`src/verilog/cpu_defs.svh`:
```
`ifndef CPU_DEFS_SVH
`define CPU_DEFS_SVH

// datapath widths
`define DATA_WIDTH    32
`define INST_WIDTH    32
`define REG_ADDR_BITS 5
`define IMM_WIDTH     16
`define SHAMT_BITS    5
`define OPCODE_BITS   6
`define FUNCT_BITS    6

// opcodes
`define OP_RTYPE 6'h00
`define OP_ADDI  6'h08
`define OP_ANDI  6'h0c
`define OP_ORI   6'h0d
`define OP_XORI  6'h0e

// funct codes, r-format only
`define FN_ADD 6'h20
`define FN_SUB 6'h22
`define FN_AND 6'h24
`define FN_OR  6'h25
`define FN_XOR 6'h26
`define FN_SLT 6'h2a
`define FN_SLL 6'h00
`define FN_SRL 6'h02

`define ALU_OP_BITS 3
`define ALU_ADD 3'd0
`define ALU_SUB 3'd1
`define ALU_AND 3'd2
`define ALU_OR  3'd3
`define ALU_XOR 3'd4
`define ALU_SLT 3'd5
`define ALU_SLL 3'd6
`define ALU_SRL 3'd7

// one input credit per pipeline stage
`define PIPE_CREDITS 3
`define OUT_CREDITS  4

`endif

```
`src/verilog/cpu_pkg.sv`:
```
`default_nettype none

`include "cpu_defs.svh"

package cpu_pkg;

  typedef struct packed {
    logic [`OPCODE_BITS-1:0]   opcode;
    logic [`REG_ADDR_BITS-1:0] rs;
    logic [`REG_ADDR_BITS-1:0] rt;
    logic [`REG_ADDR_BITS-1:0] rd;
    logic [`SHAMT_BITS-1:0]    shamt;
    logic [`FUNCT_BITS-1:0]    funct;
  } r_fmt_t;

  typedef struct packed {
    logic [`OPCODE_BITS-1:0]   opcode;
    logic [`REG_ADDR_BITS-1:0] rs;
    logic [`REG_ADDR_BITS-1:0] rt;
    logic [`IMM_WIDTH-1:0]     imm;
  } i_fmt_t;

  // same instruction word, two field layouts
  typedef union packed {
    r_fmt_t r_fmt;
    i_fmt_t i_fmt;
  } instr_u;

endpackage

`default_nettype wire

```
`src/verilog/stage_if.sv`:
```
`timescale 1ns/1ps
`default_nettype none

`include "cpu_defs.svh"

// decoded instruction, decode register to execute
interface decode_if;
  logic                      valid;
  logic [`ALU_OP_BITS-1:0]   alu_op;
  logic [`REG_ADDR_BITS-1:0] rs;
  logic [`REG_ADDR_BITS-1:0] rt;
  logic [`REG_ADDR_BITS-1:0] dest;
  logic                      write;
  logic                      use_imm;
  logic [`IMM_WIDTH-1:0]     imm;
  logic [`SHAMT_BITS-1:0]    shamt;
  logic                      take;

  modport source (output valid, alu_op, rs, rt, dest, write, use_imm, imm, shamt,
                  input take);
  modport sink (input valid, alu_op, rs, rt, dest, write, use_imm, imm, shamt,
                output take);
endinterface

// alu result, execute register to result register
interface exec_if;
  logic                      valid;
  logic                      write;
  logic [`REG_ADDR_BITS-1:0] dest;
  logic [`DATA_WIDTH-1:0]    data;
  logic                      take;

  modport source (output valid, write, dest, data, input take);
  modport sink (input valid, write, dest, data, output take);
endinterface

`default_nettype wire

```
`src/verilog/register_file.sv`:
```
`timescale 1ns/1ps
`default_nettype none

`include "cpu_defs.svh"

module register_file (
  input  logic                      clk,
  input  logic                      rst,
  input  logic                      wb_write,
  input  logic [`REG_ADDR_BITS-1:0] wb_addr,
  input  logic [`DATA_WIDTH-1:0]    wb_data,
  input  logic [`REG_ADDR_BITS-1:0] read_addr_a,
  output logic [`DATA_WIDTH-1:0]    read_data_a,
  input  logic [`REG_ADDR_BITS-1:0] read_addr_b,
  output logic [`DATA_WIDTH-1:0]    read_data_b
);

  localparam int NUM_REGS = 1 << `REG_ADDR_BITS;

  logic [`DATA_WIDTH-1:0] regs [NUM_REGS];

  always_ff @(posedge clk) begin
    if (rst) begin
      for (int k = 0; k < NUM_REGS; k++)
        regs[k] <= '0;
    end else if (wb_write && wb_addr != '0) begin
      regs[wb_addr] <= wb_data;
    end
  end

  // r0 is hardwired to zero
  assign read_data_a = (read_addr_a == '0) ? '0 : regs[read_addr_a];
  assign read_data_b = (read_addr_b == '0) ? '0 : regs[read_addr_b];

endmodule

`default_nettype wire

```
`src/verilog/decode_stage.sv`:
```
`timescale 1ns/1ps
`default_nettype none

`include "cpu_defs.svh"

module decode_stage import cpu_pkg::*; (
  input  logic                   clk,
  input  logic                   rst,
  input  logic                   inst_valid,
  input  logic [`INST_WIDTH-1:0] inst,
  decode_if.source               dec
);

  instr_u                    word;
  logic [`ALU_OP_BITS-1:0]   alu_op_d;
  logic [`REG_ADDR_BITS-1:0] dest_d;
  logic                      use_imm_d;
  logic                      known;
  logic                      write_d;

  assign word = inst;

  ////////////////////////////////////////////////////////////
  // control decode
  ////////////////////////////////////////////////////////////

  always_comb begin
    alu_op_d  = `ALU_ADD;
    use_imm_d = 1'b0;
    known     = 1'b1;
    dest_d    = word.r_fmt.rd;
    if (word.r_fmt.opcode == `OP_RTYPE) begin
      case (word.r_fmt.funct)
        `FN_ADD: alu_op_d = `ALU_ADD;
        `FN_SUB: alu_op_d = `ALU_SUB;
        `FN_AND: alu_op_d = `ALU_AND;
        `FN_OR:  alu_op_d = `ALU_OR;
        `FN_XOR: alu_op_d = `ALU_XOR;
        `FN_SLT: alu_op_d = `ALU_SLT;
        `FN_SLL: alu_op_d = `ALU_SLL;
        `FN_SRL: alu_op_d = `ALU_SRL;
        default: known = 1'b0;
      endcase
    end else begin
      // immediate forms write rt
      dest_d    = word.i_fmt.rt;
      use_imm_d = 1'b1;
      case (word.i_fmt.opcode)
        `OP_ADDI: alu_op_d = `ALU_ADD;
        `OP_ANDI: alu_op_d = `ALU_AND;
        `OP_ORI:  alu_op_d = `ALU_OR;
        `OP_XORI: alu_op_d = `ALU_XOR;
        default:  known = 1'b0;
      endcase
    end
    write_d = known && (dest_d != '0);
  end

  ////////////////////////////////////////////////////////////
  // decode register
  ////////////////////////////////////////////////////////////

  always_ff @(posedge clk) begin
    if (rst) begin
      dec.valid   <= 1'b0;
      dec.alu_op  <= '0;
      dec.rs      <= '0;
      dec.rt      <= '0;
      dec.dest    <= '0;
      dec.write   <= 1'b0;
      dec.use_imm <= 1'b0;
      dec.imm     <= '0;
      dec.shamt   <= '0;
    end else if (inst_valid) begin
      // credits guarantee the slot is free here
      dec.valid   <= 1'b1;
      dec.alu_op  <= alu_op_d;
      dec.rs      <= word.r_fmt.rs;
      dec.rt      <= word.r_fmt.rt;
      dec.dest    <= dest_d;
      dec.write   <= write_d;
      dec.use_imm <= use_imm_d;
      dec.imm     <= word.i_fmt.imm;
      dec.shamt   <= word.r_fmt.shamt;
    end else if (dec.take) begin
      dec.valid <= 1'b0;
    end
  end

endmodule

`default_nettype wire

```
`src/verilog/execute_stage.sv`:
```
`timescale 1ns/1ps
`default_nettype none

`include "cpu_defs.svh"

module execute_stage (
  input  logic                      clk,
  input  logic                      rst,
  decode_if.sink                    dec,
  exec_if.source                    exe,
  output logic [`REG_ADDR_BITS-1:0] read_addr_a,
  input  logic [`DATA_WIDTH-1:0]    read_data_a,
  output logic [`REG_ADDR_BITS-1:0] read_addr_b,
  input  logic [`DATA_WIDTH-1:0]    read_data_b,
  input  logic                      held_write,
  input  logic [`REG_ADDR_BITS-1:0] held_addr,
  input  logic [`DATA_WIDTH-1:0]    held_data
);

  logic [`DATA_WIDTH-1:0] op_a;
  logic [`DATA_WIDTH-1:0] rt_val;
  logic [`DATA_WIDTH-1:0] op_b;
  logic [`DATA_WIDTH-1:0] alu_y;

  // youngest writer wins: execute reg, then held result, then regfile
  function automatic logic [`DATA_WIDTH-1:0] pick(
    input logic [`REG_ADDR_BITS-1:0] addr,
    input logic [`DATA_WIDTH-1:0]    rf_data
  );
    logic [`DATA_WIDTH-1:0] value;
    if (exe.valid && exe.write && exe.dest == addr)
      value = exe.data;
    else if (held_write && held_addr == addr)
      value = held_data;
    else
      value = rf_data;
    return value;
  endfunction

  assign read_addr_a = dec.rs;
  assign read_addr_b = dec.rt;

  // move when empty or when our item leaves
  assign dec.take = !exe.valid || exe.take;

  ////////////////////////////////////////////////////////////
  // operands and alu
  ////////////////////////////////////////////////////////////

  always_comb begin
    op_a   = pick(dec.rs, read_data_a);
    rt_val = pick(dec.rt, read_data_b);
    // immediates are zero extended
    op_b = dec.use_imm ? {{(`DATA_WIDTH - `IMM_WIDTH){1'b0}}, dec.imm} : rt_val;
    case (dec.alu_op)
      `ALU_ADD: alu_y = op_a + op_b;
      `ALU_SUB: alu_y = op_a - op_b;
      `ALU_AND: alu_y = op_a & op_b;
      `ALU_OR:  alu_y = op_a | op_b;
      `ALU_XOR: alu_y = op_a ^ op_b;
      `ALU_SLT: alu_y = {{(`DATA_WIDTH - 1){1'b0}}, $signed(op_a) < $signed(op_b)};
      `ALU_SLL: alu_y = op_b << dec.shamt;
      `ALU_SRL: alu_y = op_b >> dec.shamt;
      default:  alu_y = '0;
    endcase
  end

  ////////////////////////////////////////////////////////////
  // execute register
  ////////////////////////////////////////////////////////////

  always_ff @(posedge clk) begin
    if (rst) begin
      exe.valid <= 1'b0;
      exe.write <= 1'b0;
      exe.dest  <= '0;
      exe.data  <= '0;
    end else if (dec.take) begin
      exe.valid <= dec.valid;
      exe.write <= dec.write;
      exe.dest  <= dec.dest;
      exe.data  <= alu_y;
    end
  end

endmodule

`default_nettype wire

```
`src/verilog/result_stage.sv`:
```
`timescale 1ns/1ps
`default_nettype none

`include "cpu_defs.svh"

module result_stage (
  input  logic                      clk,
  input  logic                      rst,
  exec_if.sink                      exe,
  input  logic                      result_credit,
  output logic                      result_valid,
  output logic                      result_write,
  output logic [`REG_ADDR_BITS-1:0] result_addr,
  output logic [`DATA_WIDTH-1:0]    result_data,
  output logic                      inst_credit,
  output logic                      held_write,
  output logic [`REG_ADDR_BITS-1:0] held_addr,
  output logic [`DATA_WIDTH-1:0]    held_data,
  output logic                      wb_write,
  output logic [`REG_ADDR_BITS-1:0] wb_addr,
  output logic [`DATA_WIDTH-1:0]    wb_data
);

  localparam int CREDIT_BITS = $clog2(`OUT_CREDITS + 1);

  logic                      full;
  logic                      write_q;
  logic [`REG_ADDR_BITS-1:0] dest_q;
  logic [`DATA_WIDTH-1:0]    data_q;
  logic [CREDIT_BITS-1:0]    credits;
  logic                      emit;

  assign emit     = full && (credits != '0);
  assign exe.take = !full || emit;

  always_ff @(posedge clk) begin
    if (rst) begin
      full    <= 1'b0;
      write_q <= 1'b0;
      dest_q  <= '0;
      data_q  <= '0;
    end else if (exe.take) begin
      full    <= exe.valid;
      write_q <= exe.write;
      dest_q  <= exe.dest;
      data_q  <= exe.data;
    end
  end

  // output credit counter
  always_ff @(posedge clk) begin
    if (rst) begin
      credits     <= CREDIT_BITS'(`OUT_CREDITS);
      inst_credit <= 1'b0;
    end else begin
      inst_credit <= emit;
      case ({emit, result_credit})
        2'b10:   credits <= credits - 1'b1;
        2'b01:   credits <= credits + 1'b1;
        default: credits <= credits;
      endcase
    end
  end

  assign result_valid = emit;
  assign result_write = write_q;
  assign result_addr  = dest_q;
  assign result_data  = data_q;

  // pending result, seen by execute forwarding
  assign held_write = full && write_q;
  assign held_addr  = dest_q;
  assign held_data  = data_q;

  assign wb_write = emit && write_q;
  assign wb_addr  = dest_q;
  assign wb_data  = data_q;

endmodule

`default_nettype wire

```
`src/verilog/processor.sv`:
```
`timescale 1ns/1ps
`default_nettype none

`include "cpu_defs.svh"

module processor (
  input  logic                      clk,
  input  logic                      rst,
  input  logic                      inst_valid,
  input  logic [`INST_WIDTH-1:0]    inst,
  output logic                      inst_credit,
  output logic                      result_valid,
  output logic                      result_write,
  output logic [`REG_ADDR_BITS-1:0] result_addr,
  output logic [`DATA_WIDTH-1:0]    result_data,
  input  logic                      result_credit
);

  logic [`REG_ADDR_BITS-1:0] read_addr_a;
  logic [`DATA_WIDTH-1:0]    read_data_a;
  logic [`REG_ADDR_BITS-1:0] read_addr_b;
  logic [`DATA_WIDTH-1:0]    read_data_b;
  logic                      held_write;
  logic [`REG_ADDR_BITS-1:0] held_addr;
  logic [`DATA_WIDTH-1:0]    held_data;
  logic                      wb_write;
  logic [`REG_ADDR_BITS-1:0] wb_addr;
  logic [`DATA_WIDTH-1:0]    wb_data;

  decode_if dec_bus ();
  exec_if   exe_bus ();

  ////////////////////////////////////////////////////////////
  // pipeline
  ////////////////////////////////////////////////////////////

  decode_stage u_decode (
    .clk        (clk),
    .rst        (rst),
    .inst_valid (inst_valid),
    .inst       (inst),
    .dec        (dec_bus.source)
  );

  execute_stage u_execute (
    .clk         (clk),
    .rst         (rst),
    .dec         (dec_bus.sink),
    .exe         (exe_bus.source),
    .read_addr_a (read_addr_a),
    .read_data_a (read_data_a),
    .read_addr_b (read_addr_b),
    .read_data_b (read_data_b),
    .held_write  (held_write),
    .held_addr   (held_addr),
    .held_data   (held_data)
  );

  result_stage u_result (
    .clk           (clk),
    .rst           (rst),
    .exe           (exe_bus.sink),
    .result_credit (result_credit),
    .result_valid  (result_valid),
    .result_write  (result_write),
    .result_addr   (result_addr),
    .result_data   (result_data),
    .inst_credit   (inst_credit),
    .held_write    (held_write),
    .held_addr     (held_addr),
    .held_data     (held_data),
    .wb_write      (wb_write),
    .wb_addr       (wb_addr),
    .wb_data       (wb_data)
  );

  register_file u_regfile (
    .clk         (clk),
    .rst         (rst),
    .wb_write    (wb_write),
    .wb_addr     (wb_addr),
    .wb_data     (wb_data),
    .read_addr_a (read_addr_a),
    .read_data_a (read_data_a),
    .read_addr_b (read_addr_b),
    .read_data_b (read_data_b)
  );

endmodule

`default_nettype wire

```
`config.mk`:
```
export PLATFORM = sky130hd
export DESIGN_NAME = processor
export DESIGN_NICKNAME = d
export VERILOG_FILES = /design/src/verilog/cpu_pkg.sv /design/src/verilog/stage_if.sv /design/src/verilog/register_file.sv /design/src/verilog/decode_stage.sv /design/src/verilog/execute_stage.sv /design/src/verilog/result_stage.sv /design/src/verilog/processor.sv
export VERILOG_INCLUDE_DIRS = /design/src /design/src/verilog
export SDC_FILE = /design/constraint.sdc
export NUM_CORES = 2
export LEC_CHECK = 0
export BUFFER_PORTS_ARGS = -buffer_cell sky130_fd_sc_hd__buf_2
export CAP_MARGIN = 25
export CORE_MARGIN = 3
export CORE_UTILIZATION = 25
export CTS_BUF_LIST = sky130_fd_sc_hd__clkbuf_16
export DETAILED_ROUTE_END_ITERATION = 8
export PLACE_DENSITY = 0.42
export SYNTH_ARGS = -nofsm -noshare
export SYNTH_HDL_FRONTEND = slang
export SYNTH_SLANG_ARGS = --single-unit
```
`constraint.sdc`:
```
create_clock -name clk -period 7.6 [get_ports clk]
set_input_delay 1.9 -clock clk [delete_from_list [all_inputs] [get_ports clk]]
set_output_delay 1.9 -clock clk [all_outputs]
set_load 0.01 [all_outputs]
```
======== Word level (Yosys, flattened, before mapping) ========
Memory sizes are Yosys's and may differ from the RTL's. A register that Yosys moved wholly into a read port is not among the register bits.
Index checks and enable logic that the tools add are counted.
cells by class
  add/sub/neg operators ................... 4
  order comparisons ....................... 1
  equal/unequal tests ..................... 24
  shift-type cells ........................ 2
  muxes and demuxes ....................... 31
  bitwise gates (word level) .............. 3
  reduce and logical (&&, ||, !) cells .... 27
operators with widths
  operator                                             number
  two-way mux 32 bit                                   8
  one-hot mux 32 bit (8 select lines)                  1
  equality test 6 bit, second input constant           6
  adder 32 bit                                         1
  bitwise AND 32 bit                                   1
  < comparator 32 bit                                  1
  bitwise OR 32 bit                                    1
  OR reduction 32 bit                                  1
  << shifter 32 x 5 -> 32 bit                          1
  >> shifter 32 x 5 -> 32 bit                          1
  subtractor 32 bit                                    1
  XOR 32 bit                                           1
  two-way mux 5 bit                                    6
  equality test 6 x 4 -> 1 bit, second input constant  4
  one-hot mux 3 bit (7 select lines)                   1
  equality test 5 bit                                  4
  equality test 3 bit, second input constant           4
  logical NOT 6 bit                                    2
  two-way mux 1 bit                                    12
  logical AND 1 bit                                    10
  logical NOT 5 bit                                    2
  nonzero test 5 bit                                   2
  one-hot mux 3 bit (3 select lines)                   1
  OR reduction 8 bit                                   1
  other kinds (15)                                     19
word-level totals
  register bits after elaboration ......... 124
  RAM bits ................................ 1024
  input bits .............................. 36
  output and inout bits ................... 40
  logic and storage cells ................. 112
  memories ................................ 1
memories
  memory          depth  width  rd ports  clocked after Yosys merged registers in  write ports  line                 RTL
  u_regfile.regs  32     32     2         2                                        32           register_file.sv:20  logic [`DATA_WIDTH-1:0] regs [NUM_REGS];

======== Depth between registers and ports, before layout ========
  depth in word-level cells ............... 9
  depth in mapped cells ................... 26

======== By module ========
A second synthesis with hierarchy kept.
second synthesis, totals
  cell total of the unflattened synthesis .. 5752
  area, all modules ....................... 70423.8 µm²
modules (own cells, without submodules)
  module         times used  cells each  area each (µm²)
  register_file  1           3502        54229.5
  execute_stage  1           1819        12484.5
  result_stage   1           264         2112.0
  decode_stage   1           167         1597.8

======== Worst setup path before layout ========
No wires, ideal clock.
  path kind ............................... register to register
  from .................................... register with a tool-made name
  to ...................................... register u_execute.exe.data[0]
  library setup time ...................... 137 ps
  arrival time ............................ 6265 ps
  required time ........................... 7463 ps
  slack ................................... 1199 ps
  cell stages (with the launch flop) ...... 20
  cell sequence ........................... dfxtp_1 clkbuf_1 buf_1 buf_1 mux4_2 mux4_2 mux2_2 a221o_1 o21a_1 ha_1 clkbuf_1 or4_1 o41ai_1 o21ai_0 a2111oi_0 o211ai_1 a211oi_1 o21ai_0 a221oi_1 a311oi_1
RTL lines
  what                  line                 RTL
  to (signal assigned)  execute_stage.sv:82  exe.data <= alu_y;
  to (decl)             stage_if.sv:33       modport source (output valid, write, dest, data, input take);

==> flow_summary.ini <==
[floorplan]
die_y_um = 533
die-area_um2 = 285000
fp.coreArea_um2 = 277000
core.rowCount = 193
die_x_um = 533
pin_count = 76
initial_core_util_pct = 25.1

[logic_synthesis]
ys_types = 100
synth-seq-cells = 1153
syn_inst = 5569
synthFlopType = edfxtp_1
syn_area_per_cell_um2 = 12.5
syn_area_um2 = 69600
ys_seq_area_share_pct = 47.9
yosysWarnings = 0
synth_edf_count = 1024
synth-async-reset-ratio_pct = 0

[drt]
wire_per_inst_um = 33.5
route.antenna.remaining_nets = 0
firstDrtPassIters = 5
routed_wl_um = 316000
viasPerCell = 5.41
drc = 0
first_iter_violations = 6471
vias = 51000

[clock_network]
cts_root_buffer = clkbuf_16
cts_buffer_depth = 3
clkTransAtPathRegs_ps = 70
clkSinkCount = 1153
htree_levels = 4
numCtsBuffers = 143
postCtsSetupBuffers = 0
clk_latency_ps = 800
cts_tree = done

[critical_path]
crit_chain = buf_4 > mux4_2 > a22oi_1 > nand4_1 > a31oi_2 > inv_1 > ha_1 > nor2b_1 > o31ai_1 > a211o_1 > o211ai_1 > a2111oi_0 > buf_4 > o21ai_0 > a21oi_1 > mux2i_1 > a211oi_1 > a211oi_1
startpoint_type = register
slowest_delay_ps = 730
crit_path_top_delay_cell = dfxtp_4
timing.critical_path.buf_inv = 3
setup.worst_path.end_class = register
path_max_fanout = 44
r2r-end = u_execute.exe.data[28]
reg2reg_depth = 18
cpLargestDelayFamily = compound AO/OA/AOI/OAI gates
path_class = reg2reg
r2r_slack_ps = 450
critical_path_arrival_ps = 7850
crit_required_ps = 8300

[hold_path]
min_delay_path_depth = 2
min_to = u_result.held_data[13]
holdCritStartpoint = u_result.held_data[13]
hp-class = reg2reg

[layout]
area_delta_synth_final_pct = 14.8
fin_cells = 9427
nNetsFinal = 5732
drive_gt1_share_pct = 21.7

[sta]
rsz0062_at_grt = no
slew_violations = 0
whs_ps = 463
final_hold_viol_count = 0
clock.fmax_mhz = 140
fin_skew_ps = 39.9
setup_violations = 0
relSlewSlack_pct = 24.7
setup_tns_ps = 0
min_period_over_period_pct = 94.1
worst_slew_pin_slew_ps = 1120
period_minus_slack_ps = 7150

[run_status]
outcome = finished clean

[placed_design]
hpwl_um = 213000
dp.cells = 9156
io_buffer_count = 75
gp_congestion = 0.960

[grt]
gr-total-overflow = 0
grt_pass1_wl_um = 434000
antenna_found_initial = 32
grt_max_degree = 54
grt_pass1_vias = 50100
track_usage_pct = 21.6

[power_and_ir_drop]
p_per_area_nw_per_um2 = 225
ir_worst_vdd_mv = 0.247
p_leak_nw = 28.1

[run]
maxCapViolCount = 0
-- cell usage in the layout (no fill, tap or decap), types with 32 or more instances in the layout --
master | Yosys | final
o21a_1 | 48 | 48
conb_1 | 1 | 32
or2_2 | 43 | 43
nor2_4 | 1 | 32
and2_1 | 1004 | 1004
nor2_1 | 296 | 264
a21oi_1 | 224 | 223
a22oi_1 | 76 | 76
buf_2 | 36 | 75
a221o_1 | 43 | 43
nor3_1 | 53 | 49
mux4_1 | 34 | 34
ha_1 | 97 | 97
nand2_1 | 247 | 246
inv_1 | 111 | 147
edfxtp_1 | 1024 | 1024
mux2i_1 | 266 | 266
mux2_2 | 51 | 51
mux4_2 | 481 | 481
a211oi_1 | 46 | 46
buf_4 | 19 | 285
o21ai_0 | 98 | 98
clkinv_1 | 1 | 34
nand3_1 | 57 | 57
dfxtp_1 | 129 | 114
clkbuf_16 | 0 | 149
o22ai_1 | 43 | 43
-- logic make-up (layout without fill, tap and decap cells) --
kind of cell | after synthesis | count (layout) | share of synthesized area [%]
buffers and inverters | 656 | 759 | 4.04
xor gates and xnor gates | 56 | 56 | 0.705
and+or+nand+nor | 1864 | 1864 | 14.7
adders and majority gates | 101 | 101 | 1.85
other | 1 | 51 | 0.00539
AOI/OAI and AO/OA | 903 | 903 | 9.18
muxes | 835 | 835 | 21.6
DFF | 1153 | 1153 | 47.9
-- final cells by class --
type	count	area, um2
clock inverters	103	681
well taps	3705	4640
diodes	19	47.5
multi-input cells	3791	33800
clock buffers	149	3730
repair buffers	392	3110
inverters	115	432
flip-flops and latches	1153	33400
fillers	28200	197000
-- Yosys cell counts (48+ instances only) --
cell / n / area, um2
nor3_1: 53 / 265
dfxtp_1: 129 / 2580
clkbuf_1: 405 / 1520
nand2_1: 247 / 927
nand3_1: 57 / 285
buf_1: 58 / 218
ha_1: 97 / 1210
mux2i_1: 266 / 2660
mux4_2: 481 / 10800
and2_1: 1004 / 6280
mux2_2: 51 / 574
o21ai_0: 98 / 490
inv_1: 111 / 417
a22oi_1: 76 / 571
o21a_1: 48 / 360
edfxtp_1: 1024 / 30700
a21oi_1: 224 / 1120
nor2_1: 296 / 1110
-- per-stage QoR --
step	worst slack, ps	utilization, %	total power [W]	cell area [um2]
floorplan	1200	-	0.00969	69700
global placement	280	27.2	0.0114	75200
detailed placement	235	27.2	0.0114	75400
CTS	192	28.8	0.0181	79800
global route	145	28.8	0.0185	79800
finish	450	28.8	0.0180	79800
-- worst max path at each step --
stage / to / depth (start not counted) / slack (ps)
3_3_place_gp: u_execute.exe.data[23] / 18 / 280
2_1_floorplan: u_execute.exe.data[0] / 19 / 1200
4_1_cts: u_execute.exe.data[23] / 18 / 190
6_report: u_execute.exe.data[28] / 18 / 450
3_5_place_dp: u_execute.exe.data[23] / 18 / 230
5_1_grt: u_execute.exe.data[0] / 22 / 140
-- report_power, final --
part           switching (W)  internal [W]  total, W
Clock                0.00289       0.00374   0.00664
Combinational        0.00249       0.00138   0.00387
Sequential          0.000307       0.00716   0.00747
Total                0.00569        0.0123    0.0180
-- tightest hold or removal path: cells and delay by family (launching register included) --
kind	cells	cell delay, ps
flops	1	320
simple gates	1	50
compound gates	1	50
-- metal layers --
layer / part of all wire (%) / vias up / track usage, %
li1: - / 21200 / -
met4: 3.0 / 2 / 6.03
met3: 7.1 / 374 / 3.05
met5: 0.0041 / - / 0
met2: 46 / 2499 / 34.3
met1: 44 / 26900 / 30.6
-- registers in the layout, summed over array words and instances, names as in the netlist, named ones only --
name and flops:
u_decode.dec.alu_op 3, u_decode.dec.dest 5, u_decode.dec.imm 12, u_decode.dec.rs 5, u_decode.dec.rt 5, u_decode.dec.shamt 4, u_decode.dec.use_imm 1, u_decode.dec.valid 1
u_decode.dec.write 1, u_execute.exe.data 32, u_execute.exe.dest 5, u_execute.exe.valid 1, u_execute.exe.write 1, u_regfile.regs 1024, u_result.credits 3, u_result.full 1
u_result.held_addr 5, u_result.held_data 32, u_result.inst_credit 1, u_result.result_write 1
-- timing repair --
item                       4_1_cts  5_1_grt
setup endpoints to repair        0        2
hold buffers                     0        0
gates resized for setup          0        2
Note: power is estimated with default switching activity, not from simulation.
